===== config.mk =====
export PLATFORM = sky130hd
export DESIGN_NAME = riscv_core
export DESIGN_NICKNAME = d
export VERILOG_FILES = /design/src/rtl/rv_pkg.sv /design/src/rtl/rv_decode.sv /design/src/rtl/rv_execute.sv /design/src/rtl/rv_result.sv /design/src/rtl/riscv_core.sv
export SDC_FILE = /design/constraint.sdc
export NUM_CORES = 2
export LEC_CHECK = 0
export BUFFER_PORTS_ARGS = -buffer_cell sky130_fd_sc_hd__buf_2
export CAP_MARGIN = 0
export CELL_PAD_IN_SITES_DETAIL_PLACEMENT = 1
export CELL_PAD_IN_SITES_GLOBAL_PLACEMENT = 1
export CORE_MARGIN = 2
export CORE_UTILIZATION = 51
export DETAILED_ROUTE_END_ITERATION = 8
export PLACE_DENSITY_LB_ADDON = 0.1
export SLEW_MARGIN = 20
export SYNTH_ARGS = -nofsm -noshare
export SYNTH_HDL_FRONTEND = slang
export SYNTH_SLANG_ARGS = --single-unit

===== constraint.sdc =====
create_clock -name clk -period 8.9 [get_ports clk]
set_input_delay 0.445 -clock clk [delete_from_list [all_inputs] [get_ports clk]]
set_output_delay 0.445 -clock clk [all_outputs]
set_load 0.01 [all_outputs]

===== src/rtl/rv_pkg.sv =====
/*
 * RV32I subset definitions shared by the core, the bus slave and the testbench.
 * Holds major opcodes, ALU operations, instruction views and the address map.
 */
package rv_pkg;

  // Major opcodes of the supported subset
  localparam logic [6:0] op_lui    = 7'b0110111;
  localparam logic [6:0] op_opimm  = 7'b0010011;
  localparam logic [6:0] op_op     = 7'b0110011;
  localparam logic [6:0] op_load   = 7'b0000011;
  localparam logic [6:0] op_store  = 7'b0100011;
  localparam logic [6:0] op_branch = 7'b1100011;
  localparam logic [6:0] op_jal    = 7'b1101111;

  typedef enum logic [3:0] {
    alu_add,
    alu_sub,
    alu_and,
    alu_or,
    alu_xor,
    alu_slt,
    alu_pass_b
  } alu_op_e;

  // One instruction word seen through three field layouts
  typedef union packed {
    struct packed {
      logic [6:0] funct7;
      logic [4:0] rs2;
      logic [4:0] rs1;
      logic [2:0] funct3;
      logic [4:0] rd;
      logic [6:0] opcode;
    } r;
    struct packed {
      logic [11:0] imm12;
      logic [4:0]  rs1;
      logic [2:0]  funct3;
      logic [4:0]  rd;
      logic [6:0]  opcode;
    } i;
    struct packed {
      logic [6:0] imm_hi;
      logic [4:0] rs2;
      logic [4:0] rs1;
      logic [2:0] funct3;
      logic [4:0] imm_lo;
      logic [6:0] opcode;
    } sb;
  } instr_u;

  // Address map
  localparam logic [31:0] gpio_addr = 32'h0000_1000;
  localparam logic [31:0] reset_pc  = 32'h0000_0000;

endpackage


===== src/rtl/rv_decode.sv =====
/*
 * Instruction decoder. Extracts register indices and the immediate, picks
 * the ALU operation and control flags, and flags words outside the subset.
 */
`timescale 1ns/1ps

module rv_decode (
  input  rv_pkg::instr_u  instr,
  output logic [4:0]      rs1,
  output logic [4:0]      rs2,
  output logic [4:0]      rd,
  output logic [31:0]     imm,
  output rv_pkg::alu_op_e alu_op,
  output logic            use_imm,
  output logic            reg_write,
  output logic            is_load,
  output logic            is_store,
  output logic            is_branch,
  output logic            branch_ne,
  output logic            is_jal,
  output logic            is_lui,
  output logic            illegal
);

  logic [6:0]  opcode;
  logic [2:0]  funct3;
  logic [6:0]  funct7;
  logic [31:0] imm_i;
  logic [31:0] imm_s;
  logic [31:0] imm_b;
  logic [31:0] imm_u;
  logic [31:0] imm_j;

  assign opcode = instr.r.opcode;
  assign funct3 = instr.r.funct3;
  assign funct7 = instr.r.funct7;
  assign rd     = instr.r.rd;
  assign rs1    = instr.r.rs1;
  assign rs2    = instr.sb.rs2;

  // Sign-extended immediates per format
  assign imm_i = {{20{instr.i.imm12[11]}}, instr.i.imm12};
  assign imm_s = {{20{instr.sb.imm_hi[6]}}, instr.sb.imm_hi, instr.sb.imm_lo};
  assign imm_b = {{20{instr.sb.imm_hi[6]}}, instr.sb.imm_lo[0], instr.sb.imm_hi[5:0],
                  instr.sb.imm_lo[4:1], 1'b0};
  assign imm_u = {instr.i.imm12, instr.i.rs1, instr.i.funct3, 12'b0};
  // J layout is imm[20|10:1|11|19:12] in bits 31:12
  assign imm_j = {{12{instr.i.imm12[11]}}, instr.i.rs1, instr.i.funct3, instr.i.imm12[0],
                  instr.i.imm12[10:1], 1'b0};

  always_comb begin
    imm       = '0;
    alu_op    = rv_pkg::alu_add;
    use_imm   = 1'b0;
    reg_write = 1'b0;
    is_load   = 1'b0;
    is_store  = 1'b0;
    is_branch = 1'b0;
    branch_ne = 1'b0;
    is_jal    = 1'b0;
    is_lui    = 1'b0;
    illegal   = 1'b0;
    case (opcode)
      rv_pkg::op_lui: begin
        imm       = imm_u;
        alu_op    = rv_pkg::alu_pass_b;
        use_imm   = 1'b1;
        reg_write = 1'b1;
        is_lui    = 1'b1;
      end
      rv_pkg::op_opimm: begin
        imm       = imm_i;
        use_imm   = 1'b1;
        reg_write = 1'b1;
        case (funct3)
          3'b000:  alu_op = rv_pkg::alu_add;
          3'b100:  alu_op = rv_pkg::alu_xor;
          3'b110:  alu_op = rv_pkg::alu_or;
          3'b111:  alu_op = rv_pkg::alu_and;
          default: illegal = 1'b1;
        endcase
      end
      rv_pkg::op_op: begin
        reg_write = 1'b1;
        case ({funct7, funct3})
          10'b0000000_000: alu_op = rv_pkg::alu_add;
          10'b0100000_000: alu_op = rv_pkg::alu_sub;
          10'b0000000_111: alu_op = rv_pkg::alu_and;
          10'b0000000_110: alu_op = rv_pkg::alu_or;
          10'b0000000_100: alu_op = rv_pkg::alu_xor;
          10'b0000000_010: alu_op = rv_pkg::alu_slt;
          default:         illegal = 1'b1;
        endcase
      end
      rv_pkg::op_load: begin
        imm       = imm_i;
        use_imm   = 1'b1;
        reg_write = 1'b1;
        is_load   = 1'b1;
        // Word accesses only
        illegal   = funct3 != 3'b010;
      end
      rv_pkg::op_store: begin
        imm      = imm_s;
        use_imm  = 1'b1;
        is_store = 1'b1;
        illegal  = funct3 != 3'b010;
      end
      rv_pkg::op_branch: begin
        imm       = imm_b;
        is_branch = 1'b1;
        branch_ne = funct3[0];
        // BEQ and BNE only
        illegal   = funct3[2:1] != 2'b00;
      end
      rv_pkg::op_jal: begin
        imm       = imm_j;
        is_jal    = 1'b1;
        reg_write = 1'b1;
      end
      default: illegal = 1'b1;
    endcase
    // Side effects are suppressed for anything outside the subset
    if (illegal) begin
      reg_write = 1'b0;
      is_store  = 1'b0;
    end
  end

  always_comb begin
    assert (!(illegal && reg_write))
      else $error("decode: illegal word with register write enabled");
  end

endmodule


===== src/rtl/rv_execute.sv =====
/*
 * Execute stage. ALU, branch compare and next-PC selection; the ALU adder
 * also forms the load and store address.
 */
`timescale 1ns/1ps

module rv_execute (
  input  logic [31:0]     pc,
  input  logic [31:0]     a,
  input  logic [31:0]     b,
  input  logic [31:0]     imm,
  input  rv_pkg::alu_op_e alu_op,
  input  logic            use_imm,
  input  logic            is_branch,
  input  logic            branch_ne,
  input  logic            is_jal,
  output logic [31:0]     alu_y,
  output logic [31:0]     next_pc,
  output logic [31:0]     link
);

  logic [31:0] op_b;
  logic [31:0] target;
  logic        equal;
  logic        taken;

  assign op_b = use_imm ? imm : b;

  always_comb begin
    case (alu_op)
      rv_pkg::alu_add:    alu_y = a + op_b;
      rv_pkg::alu_sub:    alu_y = a - op_b;
      rv_pkg::alu_and:    alu_y = a & op_b;
      rv_pkg::alu_or:     alu_y = a | op_b;
      rv_pkg::alu_xor:    alu_y = a ^ op_b;
      rv_pkg::alu_slt:    alu_y = {31'b0, $signed(a) < $signed(op_b)};
      rv_pkg::alu_pass_b: alu_y = op_b;
      default:            alu_y = op_b;
    endcase
  end

  // Branch compare always uses the register operands
  assign equal = a == b;
  assign taken = is_branch && (branch_ne ? !equal : equal);

  // PC-relative target shared by branches and JAL
  assign target  = pc + imm;
  assign link    = pc + 32'd4;
  assign next_pc = (is_jal || taken) ? target : link;

endmodule


===== src/rtl/rv_result.sv =====
/*
 * Register file with two read ports and write-back source selection
 * between ALU result, load data and link address.
 */
`timescale 1ns/1ps

module rv_result (
  input  logic        clk,
  input  logic        rst_n,
  input  logic [4:0]  rs1,
  input  logic [4:0]  rs2,
  input  logic [4:0]  rd,
  input  logic        we,
  input  logic        sel_load,
  input  logic        sel_link,
  input  logic [31:0] alu_y,
  input  logic [31:0] load_data,
  input  logic [31:0] link,
  output logic [31:0] a,
  output logic [31:0] b
);

  // x0 is cleared by reset and never written
  logic [31:0] regs [0:31];
  logic [31:0] wr_data;

  assign wr_data = sel_load ? load_data : (sel_link ? link : alu_y);

  always_ff @(posedge clk) begin
    if (!rst_n) begin
      for (int i = 0; i < 32; i++) begin
        regs[i] <= '0;
      end
    end else if (we && rd != 5'd0) begin
      regs[rd] <= wr_data;
    end
  end

  assign a = regs[rs1];
  assign b = regs[rs2];

  a_x0_zero: assert property (@(posedge clk) disable iff (!rst_n)
    (rs1 != 5'd0 || a == '0) && (rs2 != 5'd0 || b == '0))
    else $error("regfile: x0 read back nonzero");

endmodule


===== src/rtl/riscv_core.sv =====
/*
 * Multi-cycle RV32I subset core with a single-beat AXI master.
 * One instruction in flight; illegal words or bus errors halt with trap set.
 */
`timescale 1ns/1ps

module riscv_core (
  input  logic        clk,
  input  logic        rst_n,
  output logic [31:0] awaddr,
  output logic        awvalid,
  input  logic        awready,
  output logic [31:0] wdata,
  output logic [3:0]  wstrb,
  output logic        wvalid,
  input  logic        wready,
  input  logic [1:0]  bresp,
  input  logic        bvalid,
  output logic        bready,
  output logic [31:0] araddr,
  output logic        arvalid,
  input  logic        arready,
  input  logic [31:0] rdata,
  input  logic [1:0]  rresp,
  input  logic        rvalid,
  output logic        rready,
  output logic        trap
);

  localparam logic [2:0] st_fetch_addr = 3'd0;
  localparam logic [2:0] st_fetch_data = 3'd1;
  localparam logic [2:0] st_execute    = 3'd2;
  localparam logic [2:0] st_load_addr  = 3'd3;
  localparam logic [2:0] st_load_data  = 3'd4;
  localparam logic [2:0] st_store      = 3'd5;
  localparam logic [2:0] st_store_resp = 3'd6;
  localparam logic [2:0] st_halted     = 3'd7;

  logic [2:0]      state;
  logic [31:0]     pc;
  rv_pkg::instr_u  ir;
  logic [4:0]      rs1, rs2, rd, rf_rs1;
  logic [31:0]     imm, a, b, alu_y, next_pc, link;
  rv_pkg::alu_op_e alu_op;
  logic            use_imm, reg_write, is_load, is_store;
  logic            is_branch, branch_ne, is_jal, is_lui, illegal;
  logic            exec_done, load_done, rf_we;

  rv_decode u_decode (
    .instr(ir), .rs1(rs1), .rs2(rs2), .rd(rd), .imm(imm), .alu_op(alu_op),
    .use_imm(use_imm), .reg_write(reg_write), .is_load(is_load), .is_store(is_store),
    .is_branch(is_branch), .branch_ne(branch_ne), .is_jal(is_jal), .is_lui(is_lui),
    .illegal(illegal)
  );

  rv_execute u_execute (
    .pc(pc), .a(a), .b(b), .imm(imm), .alu_op(alu_op), .use_imm(use_imm),
    .is_branch(is_branch), .branch_ne(branch_ne), .is_jal(is_jal),
    .alu_y(alu_y), .next_pc(next_pc), .link(link)
  );

  // U-format has no rs1 field, those bits belong to the immediate
  assign rf_rs1 = is_lui ? 5'd0 : rs1;

  // Write-back happens on the edge that ends the instruction
  assign exec_done = state == st_execute && !illegal && !is_load && !is_store;
  assign load_done = state == st_load_data && rvalid && rresp == 2'b00;
  assign rf_we     = (exec_done || load_done) && reg_write;

  rv_result u_result (
    .clk(clk), .rst_n(rst_n), .rs1(rf_rs1), .rs2(rs2), .rd(rd), .we(rf_we),
    .sel_load(is_load), .sel_link(is_jal), .alu_y(alu_y), .load_data(rdata),
    .link(link), .a(a), .b(b)
  );

  // Bus outputs follow the state directly
  assign arvalid = state == st_fetch_addr || state == st_load_addr;
  assign araddr  = (state == st_load_addr) ? alu_y : pc;
  assign rready  = state == st_fetch_data || state == st_load_data;
  assign awvalid = state == st_store;
  assign wvalid  = state == st_store;
  assign awaddr  = alu_y;
  assign wdata   = b;
  assign wstrb   = 4'hf;
  assign bready  = state == st_store_resp;
  assign trap    = state == st_halted;

  always_ff @(posedge clk) begin
    if (!rst_n) begin
      state <= st_fetch_addr;
      pc    <= rv_pkg::reset_pc;
      ir    <= '0;
    end else begin
      case (state)
        st_fetch_addr: if (arready) state <= st_fetch_data;
        st_fetch_data: begin
          if (rvalid) begin
            ir    <= rdata;
            state <= (rresp == 2'b00) ? st_execute : st_halted;
          end
        end
        st_execute: begin
          if (illegal) begin
            state <= st_halted;
          end else if (is_load) begin
            state <= st_load_addr;
          end else if (is_store) begin
            state <= st_store;
          end else begin
            pc    <= next_pc;
            state <= st_fetch_addr;
          end
        end
        st_load_addr: if (arready) state <= st_load_data;
        st_load_data: begin
          if (load_done) begin
            pc    <= next_pc;
            state <= st_fetch_addr;
          end else if (rvalid) begin
            state <= st_halted;
          end
        end
        // Slave takes address and data together
        st_store: if (awready && wready) state <= st_store_resp;
        st_store_resp: begin
          if (bvalid) begin
            pc    <= next_pc;
            state <= (bresp == 2'b00) ? st_fetch_addr : st_halted;
          end
        end
        default: state <= st_halted;
      endcase
    end
  end

  a_ar_stable: assert property (@(posedge clk) disable iff (!rst_n)
    arvalid && !arready |=> arvalid && $stable(araddr))
    else $error("core: araddr or arvalid changed before arready");

endmodule


== Yosys cells after proc, flatten, opt, wreduce, memory -nomap -nowiden ==
Memory sizes are Yosys's and may differ from the RTL's. A register that Yosys moved wholly into a read port is not among the register bits.
Index checks and enable logic that the tools add are counted.

* Bits in registers: 67
* Bits in latches: 0
* Bits in writable memories: 1024
* ROM bits: 0
* Input bits: 43
* Word-level logic and storage cells: 141
* Memories kept: 1

{| class="wikitable"
|+ Memory list
! memory !! depth !! bits a word !! read ports !! clocked after memory_dff !! wr ports !! RTL line !! text
|-
| u_result.regs || 32 || 32 || 2 || 1 || 32 || rv_result.sv:24 || <nowiki>logic [31:0] regs [0:31];</nowiki>
|}

* Add/subtract/negate cells: 4
* Multipliers: 0
* Div/mod/pow operators: 0
* Magnitude comparators: 1
* Equality and inequality tests: 39
* Shift-type cells: 0
* Multiplexer cells: 53
* Bitwise operators: 3
* Reductions and logical operators: 37

{| class="wikitable"
|+ Operators by type and width
! cell !! count
|-
| $mux 32 || 11
|-
| $pmux 32 s6 || 1
|-
| $pmux 32 s5 || 1
|-
| $pmux 32 s3 || 1
|-
| $add 32x32->32 || 2
|-
| $mux 3 || 12
|-
| $add 32x3->32 const B || 1
|-
| $and 32x32->32 || 1
|-
| $eq 32x32->1 || 1
|-
| $lt 32x32->1 || 1
|-
| $or 32x32->32 || 1
|-
| $reduce_or 32->1 || 1
|-
| $sub 32x32->32 || 1
|-
| $xor 32x32->32 || 1
|-
| $eq 10x3->1 const B || 3
|-
| $eq 3x3->1 const B || 7
|-
| $eq 7x6->1 const B || 3
|-
| $pmux 3 s7 || 1
|-
| $mux 5 || 4
|-
| $mux 1 || 18
|-
| $ne 2x2->1 const B || 8
|-
| $pmux 3 s5 || 1
|-
| $eq 7x7->1 const B || 2
|-
| $pmux 4 s3 || 1
|-
| 30 further kinds || 53
|}

== Logic depth before layout (Yosys ltp) ==
* Depth after elaboration: 16
* Mapped depth: 30
* Mapped depth without buffers: 22

== Hierarchy ==
Synthesis repeated with hierarchy kept, for this count alone.

* Cells, all modules: 6507
* Area, all modules: 66625.1 sq um

{| class="wikitable"
|+ Modules (own cells, without submodules)
! module !! times used !! cells each !! area an instance (sq um)
|-
| rv_result || 1 || 4711 || 53915.5
|-
| rv_execute || 1 || 1285 || 8570.7
|-
| riscv_core || 1 || 383 || 3326.9
|-
| rv_decode || 1 || 128 || 812.0
|}

== Worst setup path before layout ==
Ideal clock, no wire load.

* Kind: register -> register
* Start: register ir[3] (netlist name)
* End: memory u_result.regs[10][30], data pin
* Library setup time: 266 ps
* Data arrival time: 5972 ps
* Data required time: 8634 ps
* Path slack: 2662 ps
* Cell stages (with the launch flop): 30
* Clock period less this slack: 6238 ps
* Path through: dfxtp_1 nand4bb_1 buf_2 nor2_2 buf_2 buf_2 buf_2 buf_1 buf_1 clkbuf_1 nand2_1 nand2_1 nor2_1 nor2_1 ha_1 clkbuf_1 inv_1 nand4_1 or3_1 or3b_2 a31oi_1 a2111oi_0 o41ai_1 a221oi_2 nand2_1 nand4_1 and3b_1 a221oi_2 buf_4 nor2_1

{| class="wikitable"
|+ RTL lines
! item !! RTL line !! text
|-
| start: declaration || riscv_core.sv:41 || <nowiki>rv_pkg::instr_u ir;</nowiki>
|-
| start signal: assignment || riscv_core.sv:98 || <nowiki>ir <= rdata;</nowiki>
|-
| end: declaration || rv_result.sv:24 ||
|}

==> results.cfg <==
[run_status]
outcome = complete, but fails checks
violations = DRC

[sta]
hold_violations = 0
slew_headroom_pct = 17.69
fin_crit_ns = 8.802
slew_viol_final = 0
finalSetupTns_ns = 0
holdWs_ns = 0.01881
worstMarginPinSlew_ns = 1.235
fin_skew_ns = 0.1076
finalSetupViolCount = 0
timing.fmax_mhz = 113.6
finalCritPeriodShare_pct = 98.90
rsz0062_at_grt = no
layout_setup_ws_ns = 0.09757

[flow_run]
max-cap-violations = 0

[final_layout]
final_area_sq_um = 76500
final_core_util_pct = 57.47
drive_gt1_share_pct = 18.90
finalNonFillerCells = 8491
area_growth_syn_to_layout_pct = 12.02
nets = 6779

[floorplan]
num_rows = 134
dieHeight_um = 369.9
io_pins = 149
die_x_um = 369.9
start_util_pct = 51.30
core_sq_um = 133100
die_area_sq_um = 136900

[synth]
synthTopCellsByCount = 1213 x nor2_1, 1024 x edfxtp_1, 492 x nand2_1, 380 x a21oi_1, 319 x clkbuf_1
ys_ff_latch = 1096
ys_types = 112
synth_area_leaders = edfxtp_1 45%, mux4_2 7.7%, nor2_1 6.7%
synthCells = 6533
ys.warnings.count = 0
ys_seq_area_share_pct = 47.13
syn_avg_cell_area_sq_um = 10.45
synth_edf_count = 1024
async_flop_share_pct = 0
yosysMostFrequentCell = nor2_1
synth_top_area_cell = edfxtp_1
syn_area_sq_um = 68300
synthFlopType = edfxtp_1
yosys.area.top_type_share_pct = 45.02

[global_routing]
grt_max_degree = 95
track_usage_pct = 51.60
antenna_found_initial = 25
grt_overflow = 0
grt_pass1_vias = 62773
grt_pass1_wl_um = 493100

[cts]
clock_latency_ns = 0.83
clkTransAtPathRegs_ns = 0.06
tritoncts = done
cts_root_buf = clkbuf_16
htree_levels = 3
clkSinkCount = 1096
cts_buffers = 119
ctsLongestPathBuffers = 3

[power_and_ir_drop]
power_density_nw_per_um2 = 298.0
ir_worst_vdd_v = 0.0004320
power_mw = 22.80
p_leak_nw = 27.02

[setup_path]
crit_path_end_kind = primary output
worstSetupPathType = reg2out
cp.arrival_ns = 8.36
worstPathRequired_ns = 8.46
critPathLaunchType = flip-flop
path_max_fanout = 14
regToRegSetupSlack_ns = 0.83

[place]
dp_slack_ns = 0.9355
dpl_cell_area_sq_um = 71990
dpl.hpwl_um = 236300
place_congestion = 0.9921
place_inst = 8207
port-buffer-count = 144

[detailed_routing]
route.met3.wl_um = 54870
drc = 1
finalWirelength_um = 360300
detail_route.first_pass.iterations = 9
post_drt_via_cell_ratio = 7.545
top_layer_used = met5
num_vias = 64062
wire_per_inst_um = 42.43
met1Wirelength_um = 118600
met2RoutedLength_um = 150000
dr.first_iter.drc_count = 10681
route.antenna.remaining_nets = 0

[worst_hold_path]
holdCritPathClass = in2reg
==> per-layer routing <==
metal	vias up	GRT usage (%)
met5	-	0.5245
met4	34	42.25
met3	1809	21.85
met2	5841	73.99
met1	31835	60.12
li1	24543	-
==> worst max-delay path, cell delays in order, from the launching register on <==
cell and delay (ns):
dfxtp_4 0.61, buf_4 0.39, nor2b_4 0.76, buf_4 0.40, a22oi_1 0.13, nand3_1 0.39, nand4_1 0.37, inv_1 0.39
a21boi_0 0.28, ha_1 0.47, nor3_1 0.40, nand2_1 0.12, nor2_1 0.11, o31ai_1 0.13, a31oi_1 0.40, o21ai_0 0.15
a21oi_1 0.41, o21ai_0 0.17, a221o_1 0.34, o31a_1 0.25, a21oi_1 0.24, or2_2 0.28, mux2_2 0.19, buf_2 0.12
==> sequential cells by signal, indices dropped and copies added, names as in the netlist, named ones only <==
signal,flops
u_result.regs,1024
ir,32
pc,32
state,3
==> layout make-up <==
class / count / area [sq um]
fill: 14165 / 56620
multi-input combinational: 4681 / 33220
sequential: 1096 / 32210
timing repair buffer: 542 / 4242
clock buffer: 141 / 3090
tap: 1768 / 2212
clock inverter: 85 / 877.1
inverter: 163 / 618.1
antenna: 15 / 37.54
==> path summary, 6_finish.rpt <==
| check | start | to | cells past startpoint |
|---|---|---|---|
| worst max-delay path | flip-flop | araddr[22] | 23 |
| worst min-delay path | rdata[9] | ir[9] | 3 |
| worst max register to register | flip-flop | u_result.regs[8][19] | 22 |
| worst min register to register | ir[9] | ir[9] | 2 |
==> power by group <==
group / switching (mW) / total (mW) / internal [mW]
registers: 0.268 / 6.10 / 5.83
logic: 8.28 / 11.5 / 3.23
clock network: 2.32 / 5.19 / 2.86
total: 10.9 / 22.8 / 11.9
==> kinds of logic after synthesis <==
family / count (synthesis) / share of synthesized area [%]
fa+ha+maj: 134 / 2.484
compound gates: 1532 / 15.58
mux: 679 / 14.51
other cells: 2 / 0.01100
buf+inv: 790 / 5.459
flops: 1096 / 47.13
simple gates: 2238 / 14.03
xor+xnor: 62 / 0.7951
==> cell usage in the layout (no fill, tap or decap), drive strengths merged, types with 31 or more instances in the layout <==
cell type,n
nor2,1214
edfxtp,1024
buf,515
nand2,493
a21oi,386
mux2i,311
mux4,235
o21ai,232
inv,161
a22oi,154
clkbuf,141
mux2,133
ha,130
a211oi,123
nand3,120
nor3,104
dfxtp,72
clkinv,71
a221oi,61
a31oi,53
nor2b,49
a21o,45
and2,45
xnor2,44
nand4,43
o221ai,40
o21a,38
o32ai,37
conb,36
o211ai,36
o22ai,36
nor4,31
==> what timing repair did <==
action                                  4_1_cts  5_1_grt
endpoints found under the setup margin        0        5
buffers inserted                              0       13
hold buffers                                 27        0
gates resized for setup                       0        9
hold endpoints to repair                     31        0
(Power assumes the default switching activity.)
